`src/common/rv_core_consts.svh`:
```
// ############################
// rv_core constants
// Widths and fixed values shared by the core and its testbench
// ############################

`ifndef RV_CORE_CONSTS_SVH
`define RV_CORE_CONSTS_SVH

// Data and address width
`define RV_XLEN 32

// Register index width for 32 architectural registers
`define RV_REG_AW 5

// PC value after reset
`define RV_RESET_PC 32'h0000_0000

// addi x0, x0, 0
`define RV_NOP 32'h0000_0013

`endif

```
`src/common/rv_core_pkg.sv`:
```
// ############################
// rv_core package
// Enums and control bundles shared by the core blocks
// ############################

`include "rv_core_consts.svh"

package rv_core_pkg;

    // RV32I major opcodes in instr[6:0]
    typedef enum logic [6:0] {
        OPC_LUI    = 7'b0110111,
        OPC_AUIPC  = 7'b0010111,
        OPC_JAL    = 7'b1101111,
        OPC_JALR   = 7'b1100111,
        OPC_BRANCH = 7'b1100011,
        OPC_LOAD   = 7'b0000011,
        OPC_STORE  = 7'b0100011,
        OPC_OP_IMM = 7'b0010011,
        OPC_OP     = 7'b0110011
    } opcode_e;

    typedef enum logic [3:0] {
        ALU_ADD,
        ALU_SUB,
        ALU_SLL,
        ALU_SLT,
        ALU_SLTU,
        ALU_XOR,
        ALU_SRL,
        ALU_SRA,
        ALU_OR,
        ALU_AND
    } alu_op_e;

    typedef enum logic [2:0] {
        IMM_I,
        IMM_S,
        IMM_B,
        IMM_U,
        IMM_J
    } imm_sel_e;

    typedef enum logic {
        SRC_REG,
        SRC_IMM
    } alu_src_e;

    typedef enum logic [2:0] {
        WB_ALU,
        WB_LOAD,
        WB_PC4,
        WB_ADD2,
        WB_NONE
    } wb_sel_e;

    // IMM alone is the LUI path through the second adder
    typedef enum logic [1:0] {
        ADD2_PC_IMM,
        ADD2_RS1_IMM,
        ADD2_IMM
    } add2_src_e;

    typedef enum logic {
        PC_SEL_PLUS4,
        PC_SEL_ADD2
    } pc_sel_e;

    typedef struct packed {
        alu_op_e                alu_op;
        alu_src_e               alu_src;
        wb_sel_e                wb_sel;
        add2_src_e              add2_src;
        logic                   reg_write;
        logic                   mem_read;
        logic                   mem_write;
        logic                   is_branch;
        logic                   is_jump;
        logic [2:0]             funct3;
        logic [`RV_REG_AW-1:0]  rs1;
        logic [`RV_REG_AW-1:0]  rs2;
        logic [`RV_REG_AW-1:0]  rd;
    } ctrl_t;

    typedef struct packed {
        logic                   valid;
        logic                   write;
        logic [`RV_XLEN-1:0]    addr;
        logic [`RV_XLEN-1:0]    wdata;
        logic [3:0]             be;
    } dmem_req_t;

endpackage

```
`src/verilog/pc_unit.sv`:
```
// ############################
// rv_core PC unit
// PC register, second adder and next-PC selection
// ############################

`include "rv_core_consts.svh"

module pc_unit (
    input  logic                    clk,
    input  logic                    rst_n,
    input  rv_core_pkg::ctrl_t      i_ctrl,
    input  logic [`RV_XLEN-1:0]     i_imm,
    input  logic [`RV_XLEN-1:0]     i_rs1_data,
    input  logic                    i_branch_taken,
    input  logic                    i_stall,
    output logic [`RV_XLEN-1:0]     o_pc,
    output logic [`RV_XLEN-1:0]     o_pc_plus4,
    output logic [`RV_XLEN-1:0]     o_add2_result
);

    logic [`RV_XLEN-1:0]    pc;
    logic [`RV_XLEN-1:0]    pc_next;
    rv_core_pkg::pc_sel_e   pc_sel;

    assign o_pc       = pc;
    assign o_pc_plus4 = pc + `RV_XLEN'd4;

    // Second adder that also forms the LUI and AUIPC result
    always_comb begin
        case (i_ctrl.add2_src)
            rv_core_pkg::ADD2_PC_IMM:  o_add2_result = pc + i_imm;
            // JALR clears the target LSB
            rv_core_pkg::ADD2_RS1_IMM: o_add2_result = (i_rs1_data + i_imm) & ~`RV_XLEN'd1;
            default:                   o_add2_result = i_imm;
        endcase
    end

    assign pc_sel = (i_ctrl.is_jump || i_branch_taken) ? rv_core_pkg::PC_SEL_ADD2
                                                       : rv_core_pkg::PC_SEL_PLUS4;

    // Stall wins over any redirect
    always_comb begin
        if (i_stall) begin
            pc_next = pc;
        end else if (pc_sel == rv_core_pkg::PC_SEL_ADD2) begin
            pc_next = o_add2_result;
        end else begin
            pc_next = o_pc_plus4;
        end
    end

    always_ff @(posedge clk) begin
        if (!rst_n) begin
            pc <= `RV_RESET_PC;
        end else begin
            pc <= pc_next;
        end
    end

endmodule

```
`src/verilog/decoder.sv`:
```
// ############################
// rv_core decoder
// Control bundle and immediate from the fetched word
// ############################

`include "rv_core_consts.svh"

module decoder (
    input  logic [`RV_XLEN-1:0]     i_instr,
    output rv_core_pkg::ctrl_t      o_ctrl,
    output logic [`RV_XLEN-1:0]     o_imm
);

    rv_core_pkg::imm_sel_e  imm_sel;
    logic [2:0]             funct3;

    assign funct3 = i_instr[14:12];

    // Shared funct3 map of OP and OP_IMM where alt selects SUB or SRA
    function automatic rv_core_pkg::alu_op_e alu_op_from_f3(input logic [2:0] f3,
                                                             input logic alt);
        rv_core_pkg::alu_op_e op;
        case (f3)
            3'b000:  op = alt ? rv_core_pkg::ALU_SUB : rv_core_pkg::ALU_ADD;
            3'b001:  op = rv_core_pkg::ALU_SLL;
            3'b010:  op = rv_core_pkg::ALU_SLT;
            3'b011:  op = rv_core_pkg::ALU_SLTU;
            3'b100:  op = rv_core_pkg::ALU_XOR;
            3'b101:  op = alt ? rv_core_pkg::ALU_SRA : rv_core_pkg::ALU_SRL;
            3'b110:  op = rv_core_pkg::ALU_OR;
            default: op = rv_core_pkg::ALU_AND;
        endcase
        return op;
    endfunction

    always_comb begin
        // Defaults describe a no-op
        o_ctrl           = '0;
        o_ctrl.alu_op    = rv_core_pkg::ALU_ADD;
        o_ctrl.alu_src   = rv_core_pkg::SRC_REG;
        o_ctrl.wb_sel    = rv_core_pkg::WB_NONE;
        o_ctrl.add2_src  = rv_core_pkg::ADD2_PC_IMM;
        o_ctrl.funct3    = funct3;
        o_ctrl.rs1       = i_instr[19:15];
        o_ctrl.rs2       = i_instr[24:20];
        o_ctrl.rd        = i_instr[11:7];
        imm_sel          = rv_core_pkg::IMM_I;

        case (rv_core_pkg::opcode_e'(i_instr[6:0]))
            rv_core_pkg::OPC_LUI: begin
                imm_sel          = rv_core_pkg::IMM_U;
                o_ctrl.add2_src  = rv_core_pkg::ADD2_IMM;
                o_ctrl.wb_sel    = rv_core_pkg::WB_ADD2;
                o_ctrl.reg_write = 1'b1;
            end
            rv_core_pkg::OPC_AUIPC: begin
                imm_sel          = rv_core_pkg::IMM_U;
                o_ctrl.wb_sel    = rv_core_pkg::WB_ADD2;
                o_ctrl.reg_write = 1'b1;
            end
            rv_core_pkg::OPC_JAL: begin
                imm_sel          = rv_core_pkg::IMM_J;
                o_ctrl.is_jump   = 1'b1;
                o_ctrl.wb_sel    = rv_core_pkg::WB_PC4;
                o_ctrl.reg_write = 1'b1;
            end
            rv_core_pkg::OPC_JALR: begin
                o_ctrl.add2_src  = rv_core_pkg::ADD2_RS1_IMM;
                o_ctrl.is_jump   = 1'b1;
                o_ctrl.wb_sel    = rv_core_pkg::WB_PC4;
                o_ctrl.reg_write = 1'b1;
            end
            rv_core_pkg::OPC_BRANCH: begin
                imm_sel          = rv_core_pkg::IMM_B;
                o_ctrl.is_branch = 1'b1;
                // Equality via SUB and ordering via SLT or SLTU
                case (funct3[2:1])
                    2'b10:   o_ctrl.alu_op = rv_core_pkg::ALU_SLT;
                    2'b11:   o_ctrl.alu_op = rv_core_pkg::ALU_SLTU;
                    default: o_ctrl.alu_op = rv_core_pkg::ALU_SUB;
                endcase
            end
            rv_core_pkg::OPC_LOAD: begin
                o_ctrl.alu_src   = rv_core_pkg::SRC_IMM;
                o_ctrl.mem_read  = 1'b1;
                o_ctrl.wb_sel    = rv_core_pkg::WB_LOAD;
                o_ctrl.reg_write = 1'b1;
            end
            rv_core_pkg::OPC_STORE: begin
                imm_sel          = rv_core_pkg::IMM_S;
                o_ctrl.alu_src   = rv_core_pkg::SRC_IMM;
                o_ctrl.mem_write = 1'b1;
            end
            rv_core_pkg::OPC_OP_IMM: begin
                // instr[30] only matters for the right shifts here
                o_ctrl.alu_op    = alu_op_from_f3(funct3, (funct3 == 3'b101) && i_instr[30]);
                o_ctrl.alu_src   = rv_core_pkg::SRC_IMM;
                o_ctrl.wb_sel    = rv_core_pkg::WB_ALU;
                o_ctrl.reg_write = 1'b1;
            end
            rv_core_pkg::OPC_OP: begin
                o_ctrl.alu_op    = alu_op_from_f3(funct3, i_instr[30]);
                o_ctrl.wb_sel    = rv_core_pkg::WB_ALU;
                o_ctrl.reg_write = 1'b1;
            end
            default: begin
                // Unknown opcode stays a no-op
            end
        endcase
    end

    always_comb begin
        case (imm_sel)
            rv_core_pkg::IMM_S: o_imm = {{20{i_instr[31]}}, i_instr[31:25], i_instr[11:7]};
            rv_core_pkg::IMM_B: o_imm = {{19{i_instr[31]}}, i_instr[31], i_instr[7],
                                         i_instr[30:25], i_instr[11:8], 1'b0};
            rv_core_pkg::IMM_U: o_imm = {i_instr[31:12], 12'b0};
            rv_core_pkg::IMM_J: o_imm = {{11{i_instr[31]}}, i_instr[31], i_instr[19:12],
                                         i_instr[20], i_instr[30:21], 1'b0};
            default:            o_imm = {{20{i_instr[31]}}, i_instr[31:20]};
        endcase
    end

endmodule

```
`src/verilog/regfile.sv`:
```
// ############################
// rv_core register file
// 32 x 32 registers with x0 hardwired to zero
// ############################

`include "rv_core_consts.svh"

module regfile (
    input  logic                    clk,
    input  logic                    rst_n,
    input  logic [`RV_REG_AW-1:0]   i_rs1,
    input  logic [`RV_REG_AW-1:0]   i_rs2,
    input  logic [`RV_REG_AW-1:0]   i_rd,
    input  logic                    i_we,
    input  logic [`RV_XLEN-1:0]     i_wdata,
    output logic [`RV_XLEN-1:0]     o_rs1_data,
    output logic [`RV_XLEN-1:0]     o_rs2_data
);

    // No storage behind x0
    logic [`RV_XLEN-1:0] regs [1:31];

    always_ff @(posedge clk) begin
        if (!rst_n) begin
            for (int i = 1; i < 32; i++) begin
                regs[i] <= '0;
            end
        end else if (i_we && (i_rd != '0)) begin
            regs[i_rd] <= i_wdata;
        end
    end

    assign o_rs1_data = (i_rs1 == '0) ? '0 : regs[i_rs1];
    assign o_rs2_data = (i_rs2 == '0) ? '0 : regs[i_rs2];

endmodule

```
`src/verilog/alu.sv`:
```
// ############################
// rv_core ALU
// Integer operations and branch compare
// ############################

`include "rv_core_consts.svh"

module alu (
    input  rv_core_pkg::ctrl_t      i_ctrl,
    input  logic [`RV_XLEN-1:0]     i_rs1_data,
    input  logic [`RV_XLEN-1:0]     i_rs2_data,
    input  logic [`RV_XLEN-1:0]     i_imm,
    output logic [`RV_XLEN-1:0]     o_result,
    output logic                    o_branch_taken
);

    logic [`RV_XLEN-1:0]    op_b;
    logic [4:0]             shamt;
    logic                   zero;
    logic                   cond;

    assign op_b  = (i_ctrl.alu_src == rv_core_pkg::SRC_IMM) ? i_imm : i_rs2_data;
    assign shamt = op_b[4:0];

    always_comb begin
        case (i_ctrl.alu_op)
            rv_core_pkg::ALU_SUB:  o_result = i_rs1_data - op_b;
            rv_core_pkg::ALU_SLL:  o_result = i_rs1_data << shamt;
            rv_core_pkg::ALU_SLT:  o_result = {31'b0, $signed(i_rs1_data) < $signed(op_b)};
            rv_core_pkg::ALU_SLTU: o_result = {31'b0, i_rs1_data < op_b};
            rv_core_pkg::ALU_XOR:  o_result = i_rs1_data ^ op_b;
            rv_core_pkg::ALU_SRL:  o_result = i_rs1_data >> shamt;
            rv_core_pkg::ALU_SRA:  o_result = $unsigned($signed(i_rs1_data) >>> shamt);
            rv_core_pkg::ALU_OR:   o_result = i_rs1_data | op_b;
            rv_core_pkg::ALU_AND:  o_result = i_rs1_data & op_b;
            default:               o_result = i_rs1_data + op_b;
        endcase
    end

    assign zero = (o_result == '0);

    // Decoder picked SUB for BEQ/BNE and SLT/SLTU for the rest
    always_comb begin
        case (i_ctrl.funct3)
            3'b000:  cond = zero;
            3'b001:  cond = !zero;
            3'b100:  cond = o_result[0];
            3'b101:  cond = !o_result[0];
            3'b110:  cond = o_result[0];
            3'b111:  cond = !o_result[0];
            default: cond = 1'b0;
        endcase
    end

    assign o_branch_taken = i_ctrl.is_branch && cond;

endmodule

```
`src/verilog/load_store.sv`:
```
// ############################
// rv_core load/store unit
// Data request, lane alignment, stall and write-back mux
// ############################

`include "rv_core_consts.svh"

module load_store (
    input  rv_core_pkg::ctrl_t      i_ctrl,
    input  logic [`RV_XLEN-1:0]     i_addr,
    input  logic [`RV_XLEN-1:0]     i_rs2_data,
    input  logic [`RV_XLEN-1:0]     i_alu_result,
    input  logic [`RV_XLEN-1:0]     i_pc_plus4,
    input  logic [`RV_XLEN-1:0]     i_add2_result,
    output rv_core_pkg::dmem_req_t  o_dmem_req,
    input  logic                    i_dmem_ready,
    input  logic [`RV_XLEN-1:0]     i_dmem_rdata,
    output logic                    o_stall,
    output logic                    o_rd_we,
    output logic [`RV_XLEN-1:0]     o_rd_wdata
);

    logic [4:0]             lane_shift;
    logic [3:0]             be;
    logic [`RV_XLEN-1:0]    rdata_shifted;
    logic [`RV_XLEN-1:0]    load_data;

    // Bit offset of the addressed byte lane
    assign lane_shift = {i_addr[1:0], 3'b000};

    always_comb begin
        case (i_ctrl.funct3[1:0])
            2'b00:   be = 4'b0001 << i_addr[1:0];
            2'b01:   be = 4'b0011 << {i_addr[1], 1'b0};
            default: be = 4'b1111;
        endcase
    end

    assign o_dmem_req.valid = i_ctrl.mem_read || i_ctrl.mem_write;
    assign o_dmem_req.write = i_ctrl.mem_write;
    assign o_dmem_req.addr  = i_addr;
    assign o_dmem_req.wdata = i_rs2_data << lane_shift;
    assign o_dmem_req.be    = be;

    // Held until ready, then the instruction retires
    assign o_stall = o_dmem_req.valid && !i_dmem_ready;

    assign rdata_shifted = i_dmem_rdata >> lane_shift;

    always_comb begin
        case (i_ctrl.funct3)
            3'b000:  load_data = {{24{rdata_shifted[7]}}, rdata_shifted[7:0]};
            3'b001:  load_data = {{16{rdata_shifted[15]}}, rdata_shifted[15:0]};
            3'b100:  load_data = {24'b0, rdata_shifted[7:0]};
            3'b101:  load_data = {16'b0, rdata_shifted[15:0]};
            default: load_data = i_dmem_rdata;
        endcase
    end

    always_comb begin
        case (i_ctrl.wb_sel)
            rv_core_pkg::WB_ALU:  o_rd_wdata = i_alu_result;
            rv_core_pkg::WB_LOAD: o_rd_wdata = load_data;
            rv_core_pkg::WB_PC4:  o_rd_wdata = i_pc_plus4;
            rv_core_pkg::WB_ADD2: o_rd_wdata = i_add2_result;
            default:              o_rd_wdata = '0;
        endcase
    end

    assign o_rd_we = i_ctrl.reg_write && !o_stall;

endmodule

```
`src/verilog/rv_core.sv`:
```
// ############################
// rv_core top
// Single-cycle RV32I core that retires one instruction per clock
// Stalls on the data port until ready is seen
// ############################

`include "rv_core_consts.svh"

module rv_core (
    input  logic                    clk,
    input  logic                    rst_n,
    output logic [`RV_XLEN-1:0]     o_imem_addr,
    input  logic [`RV_XLEN-1:0]     i_imem_data,
    output rv_core_pkg::dmem_req_t  o_dmem_req,
    input  logic                    i_dmem_ready,
    input  logic [`RV_XLEN-1:0]     i_dmem_rdata
);

    rv_core_pkg::ctrl_t     ctrl;
    logic [`RV_XLEN-1:0]    imm;
    logic [`RV_XLEN-1:0]    rs1_data;
    logic [`RV_XLEN-1:0]    rs2_data;
    logic [`RV_XLEN-1:0]    alu_result;
    logic                   branch_taken;
    logic [`RV_XLEN-1:0]    pc_plus4;
    logic [`RV_XLEN-1:0]    add2_result;
    logic                   stall;
    logic                   rd_we;
    logic [`RV_XLEN-1:0]    rd_wdata;

    pc_unit u_pc_unit (
        .clk            (clk),
        .rst_n          (rst_n),
        .i_ctrl         (ctrl),
        .i_imm          (imm),
        .i_rs1_data     (rs1_data),
        .i_branch_taken (branch_taken),
        .i_stall        (stall),
        .o_pc           (o_imem_addr),
        .o_pc_plus4     (pc_plus4),
        .o_add2_result  (add2_result)
    );

    decoder u_decoder (
        .i_instr (i_imem_data),
        .o_ctrl  (ctrl),
        .o_imm   (imm)
    );

    regfile u_regfile (
        .clk        (clk),
        .rst_n      (rst_n),
        .i_rs1      (ctrl.rs1),
        .i_rs2      (ctrl.rs2),
        .i_rd       (ctrl.rd),
        .i_we       (rd_we),
        .i_wdata    (rd_wdata),
        .o_rs1_data (rs1_data),
        .o_rs2_data (rs2_data)
    );

    alu u_alu (
        .i_ctrl         (ctrl),
        .i_rs1_data     (rs1_data),
        .i_rs2_data     (rs2_data),
        .i_imm          (imm),
        .o_result       (alu_result),
        .o_branch_taken (branch_taken)
    );

    // Address and ALU write-back are the same ALU result
    load_store u_load_store (
        .i_ctrl        (ctrl),
        .i_addr        (alu_result),
        .i_rs2_data    (rs2_data),
        .i_alu_result  (alu_result),
        .i_pc_plus4    (pc_plus4),
        .i_add2_result (add2_result),
        .o_dmem_req    (o_dmem_req),
        .i_dmem_ready  (i_dmem_ready),
        .i_dmem_rdata  (i_dmem_rdata),
        .o_stall       (stall),
        .o_rd_we       (rd_we),
        .o_rd_wdata    (rd_wdata)
    );

endmodule

```
`config.mk`:
```
export PLATFORM = sky130hd
export DESIGN_NAME = rv_core
export DESIGN_NICKNAME = d
export VERILOG_FILES = /design/src/common/rv_core_pkg.sv /design/src/verilog/pc_unit.sv /design/src/verilog/decoder.sv /design/src/verilog/regfile.sv /design/src/verilog/alu.sv /design/src/verilog/load_store.sv /design/src/verilog/rv_core.sv
export VERILOG_INCLUDE_DIRS = /design/src /design/src/common
export SDC_FILE = /design/constraint.sdc
export NUM_CORES = 2
export LEC_CHECK = 0
export BUFFER_PORTS_ARGS = -buffer_cell sky130_fd_sc_hd__buf_4
export CAP_MARGIN = 10
export CORE_MARGIN = 5
export CORE_UTILIZATION = 50
export CTS_CLUSTER_SIZE = 10
export DETAILED_ROUTE_END_ITERATION = 16
export PLACE_DENSITY = 0.77
export SLEW_MARGIN = 10
export SYNTH_ARGS = -nofsm -noshare
export SYNTH_HDL_FRONTEND = slang
export SYNTH_SLANG_ARGS = --single-unit
```
`constraint.sdc`:
```
create_clock -name clk -period 14.1 [get_ports clk]
set_input_delay 2.82 -clock clk [delete_from_list [all_inputs] [get_ports clk]]
set_output_delay 2.82 -clock clk [all_outputs]
set_load 0.02 [all_outputs]
```
==> summary.md <==
| Metric | Value |
|---|---|
| F_max | `73.97 MHz` |
| Worst setup EP type | `output pin` |
| Worst-path clk slew | `0.06 ns` |
| Total CTS buffers | `118` |
| Count leader, synth | `nor2_1` |
| CP max-delay cell | `buf_4` |
| DP Cell Count | `7986` |
| Max Cap Violations | `0` |
| Cells after Synth | `6296` |
| Outcome | `completed` |
| GRT overflow | `0` |
| Pwr dens | `116.5 nW/µm²` |
| Die X | `383.0 µm` |
| I/O Buffers | `168` |
| Top FF cell, synth | `edfxtp_1` |
| Vias | `61430` |
| Gpl congestion | `1.084` |
| Die area | `146700 µm²` |
| Worst-skew pair later-pin latency | `0.76 ns` |
| CTS tree | `yes` |
| Number of distinct library cells after synthesis | `110` |
| Syn_area_per_cell | `11.05 µm²` |
| Worst reg2reg endpoint | `u_regfile.regs[3][26]` |
| CP Class | `in2out` |
| Synth cell count leaders | `1278 x nor2_1, 1024 x edfxtp_1, 450 x mux4_2, 410 x clkbuf_1, 382 x nand2_1` |
| Drt wl/cell | `38.98 µm` |
| Pleak | `0.02759 µW` |
| Antenna Nets Post-Route | `0` |
| Critical path buffers and inverters | `8` |
| Final HPWL DP | `217800 µm` |
| Top Family by Delay on Critical Path | `compound AO/OA/AOI/OAI gates` |
| CTS sink count | `1056` |
| Register area share after synthesis | `45.11%` |
| DRT iter0 DRCs | `10900` |
| Max Transition Viols Final | `0` |
| Worst Setup EP | `o_dmem_req[10]` |
| Arrival @ worst endpoint | `10.70 ns` |
| I/O pin count | `169` |
| Sequential fraction of design power | `40.3%` |
| RSZ-0062 raised after global routing | `false` |
| #FFs+latches synth | `1056` |
| Fraction of registers with async set/reset | `0%` |
| Internal power | `5908 µW` |
| Clk buf depth | `3` |
| Worst Tran Pin Value | `1.286 ns` |
| Final Setup Violations | `0` |
| Root buffer cell | `clkbuf_16` |
| Yosys top cell area share | `44.19%` |
| Post-route setup TNS | `0 ns` |
| Ranking of synthesized cells by area | `edfxtp_1 44%, mux4_2 15%, nor2_1 6.9%, mux2i_1 4.1%, ha_1 2.9%` |
| Area delta synth->final | `10.33%` |
| NetSw | `3037 µW` |
| Crit Path Max Fanout | `54` |
| Final Hold Fails | `0` |
| Worst hold path class | `reg2reg` |
| Hold buffers post-CTS | `0` |
| Peak VDD IR | `0.0001226 V` |
| Gate power share | `29.1%` |
| Post-Route WL | `317200 µm` |
| Drt pass-1 iters | `9` |
| Fin crit share | `95.88%` |
| Initial antenna violation count | `18` |
| Post-CTS resize count | `0` |
| Post-DP Area | `73530 µm²` |
| Worst reg2reg path depth | `30` |
| DRC viols | `0` |
| # H-tree levels | `3` |
| Most area-hungry cell type in the Yosys netlist | `edfxtp_1` |
| All-Layer GR Usage | `42.04%` |
| Switching part of the total power | `33.95%` |
| Crit path required time | `11.28 ns` |
| First-pass GRT wire length | `440800 µm` |
| Vias in the first global route | `59110` |
| Largest net degree at the start of global routing | `63` |
| Cells on Worst Hold Path | `2` |
| Finished Layout Cells | `8137` |
| Initial core utilization | `50.48%` |
| Synth Warn # | `0` |
| Setup Skew | `0.04122 ns` |
| Post-Syn Area | `69580 µm²` |
| Crit start category | `input pin` |
| Critical Path Source | `i_imem_data[15]` |
| EDFF count, synth | `1024` |
| Post CTS Setup Buffer Count | `0` |
| Rel. slew slack | `13.93%` |
| Final instance area | `76760 µm²` |
| CP peak stage delay | `0.60 ns` |
| Rows | `136` |
| Crit-path most repeated cell | `buf_4` |
| Worst R2R Setup Slack | `4.38 ns` |
| Min Clock Period, post-route | `13.52 ns` |
| NumNets Final | `6542` |
| Clock power share | `30.6%` |
| Via density per instance | `7.550` |
| Core area | `137800 µm²` |
| Layout cell share with drive strength beyond 1 | `19.91%` |
| Final hold slack | `0.5742 ns` |
| Crit. path cell count | `26` |
| Worst R2R Start | `u_regfile.regs[9][0]` |
| Die height | `383.0 µm` |
[per-stage QoR]
stage               total power, µW  utilization, %  setup slack (ns)
detailed placement             6145           53.35            0.8420
CTS                            8813           55.67            0.7968
finish                         8945           55.69            0.5813
floorplan                      5079               -           0.09574
global placement               6142           53.35            0.7079
global route                   9119           55.68            0.2546
[metal layers]
layer / track usage (%) / wire (µm) / vias to the layer above
met5: 0 / 102 / -
met4: 29.81 / 30200 / 14
met3: 14.95 / 50400 / 1574
met2: 60.99 / 131800 / 6251
met1: 52.41 / 104700 / 29690
li1: - / - / 23910
[area by class of cell]
cell class / instances / area (µm²)
sequential: 1056 / 31390
inverter: 162 / 608.1
fill: 11270 / 61070
tap: 1794 / 2245
clock buffer: 133 / 3050
antenna: 8 / 20.02
clock inverter: 10 / 150.1
timing repair buffer: 440 / 3446
multi-input combinational: 4534 / 35860
[worst register-to-register path, delay by kind of cell (launching register included)]
kind | cells | cell delay [ns]
muxes | 1 | 0.49
adders and majority gates | 2 | 0.66
DFF | 1 | 0.43
buffers and inverters | 7 | 1.92
and+or+nand+nor | 6 | 1.15
AOI/OAI and AO/OA | 14 | 4.76
[worst min-delay path by stage]
stage | from | end | slack [ns]
floorplan | u_pc_unit.o_pc[1] | u_pc_unit.o_pc[1] | 0.58
global placement | u_pc_unit.o_pc[31] | u_pc_unit.o_pc[31] | 0.54
detailed placement | u_pc_unit.o_pc[31] | u_pc_unit.o_pc[31] | 0.55
CTS | u_pc_unit.o_pc[31] | u_pc_unit.o_pc[31] | 0.56
global route | u_pc_unit.o_pc[31] | u_pc_unit.o_pc[31] | 0.57
finish | u_pc_unit.o_pc[31] | u_pc_unit.o_pc[31] | 0.57
[registers in the layout, indices dropped and copies added, names as in the netlist]
signal,flops
u_regfile.regs,1024
u_pc_unit.o_pc,32
[cell usage in the layout, fill, tap and decap left out, types with 32 or more instances in the layout]
master and n:
mux4_2 450, edfxtp_1 1024, clkbuf_16 119, and3_1 37, o21ai_0 201, a21oi_1 199, mux2i_1 284, dfxtp_1 32
a22o_1 45, nor2b_1 45, a21o_1 77, nor3_1 87, xnor2_1 73, nor2_1 1271, ha_1 159, nand2b_1 35
o22ai_1 78, nand2_2 55, o211ai_1 58, a221oi_1 36, a22oi_1 70, mux2_2 71, o221ai_1 57, nand3_1 114
a211oi_1 46, buf_4 426, conb_1 32, nand2_1 327, inv_1 154
[logic make-up after synthesis]
family	count (synthesis)	share of synthesized area [%]
other	1	0.005390
buffers and inverters	737	4.395
adder cells (fa/ha/maj)	163	2.974
flip-flops	1056	45.11
AO/OA/AOI/OAI	1242	12.78
multiplexers	811	19.90
XOR/XNOR	103	1.297
AND/OR/NAND/NOR	2183	13.53
[power by group through the flow]
stage	Clock [µW]	Sequential, µW	Combinational (µW)
4_1_cts	2720	3600	2490
2_1_floorplan	0	3640	1440
3_5_place_dp	0	3670	2480
6_report	2730	3610	2600
5_1_grt	2860	3610	2650
3_3_place_gp	0	3650	2490
Note: power is estimated with default switching activity, not from simulation.
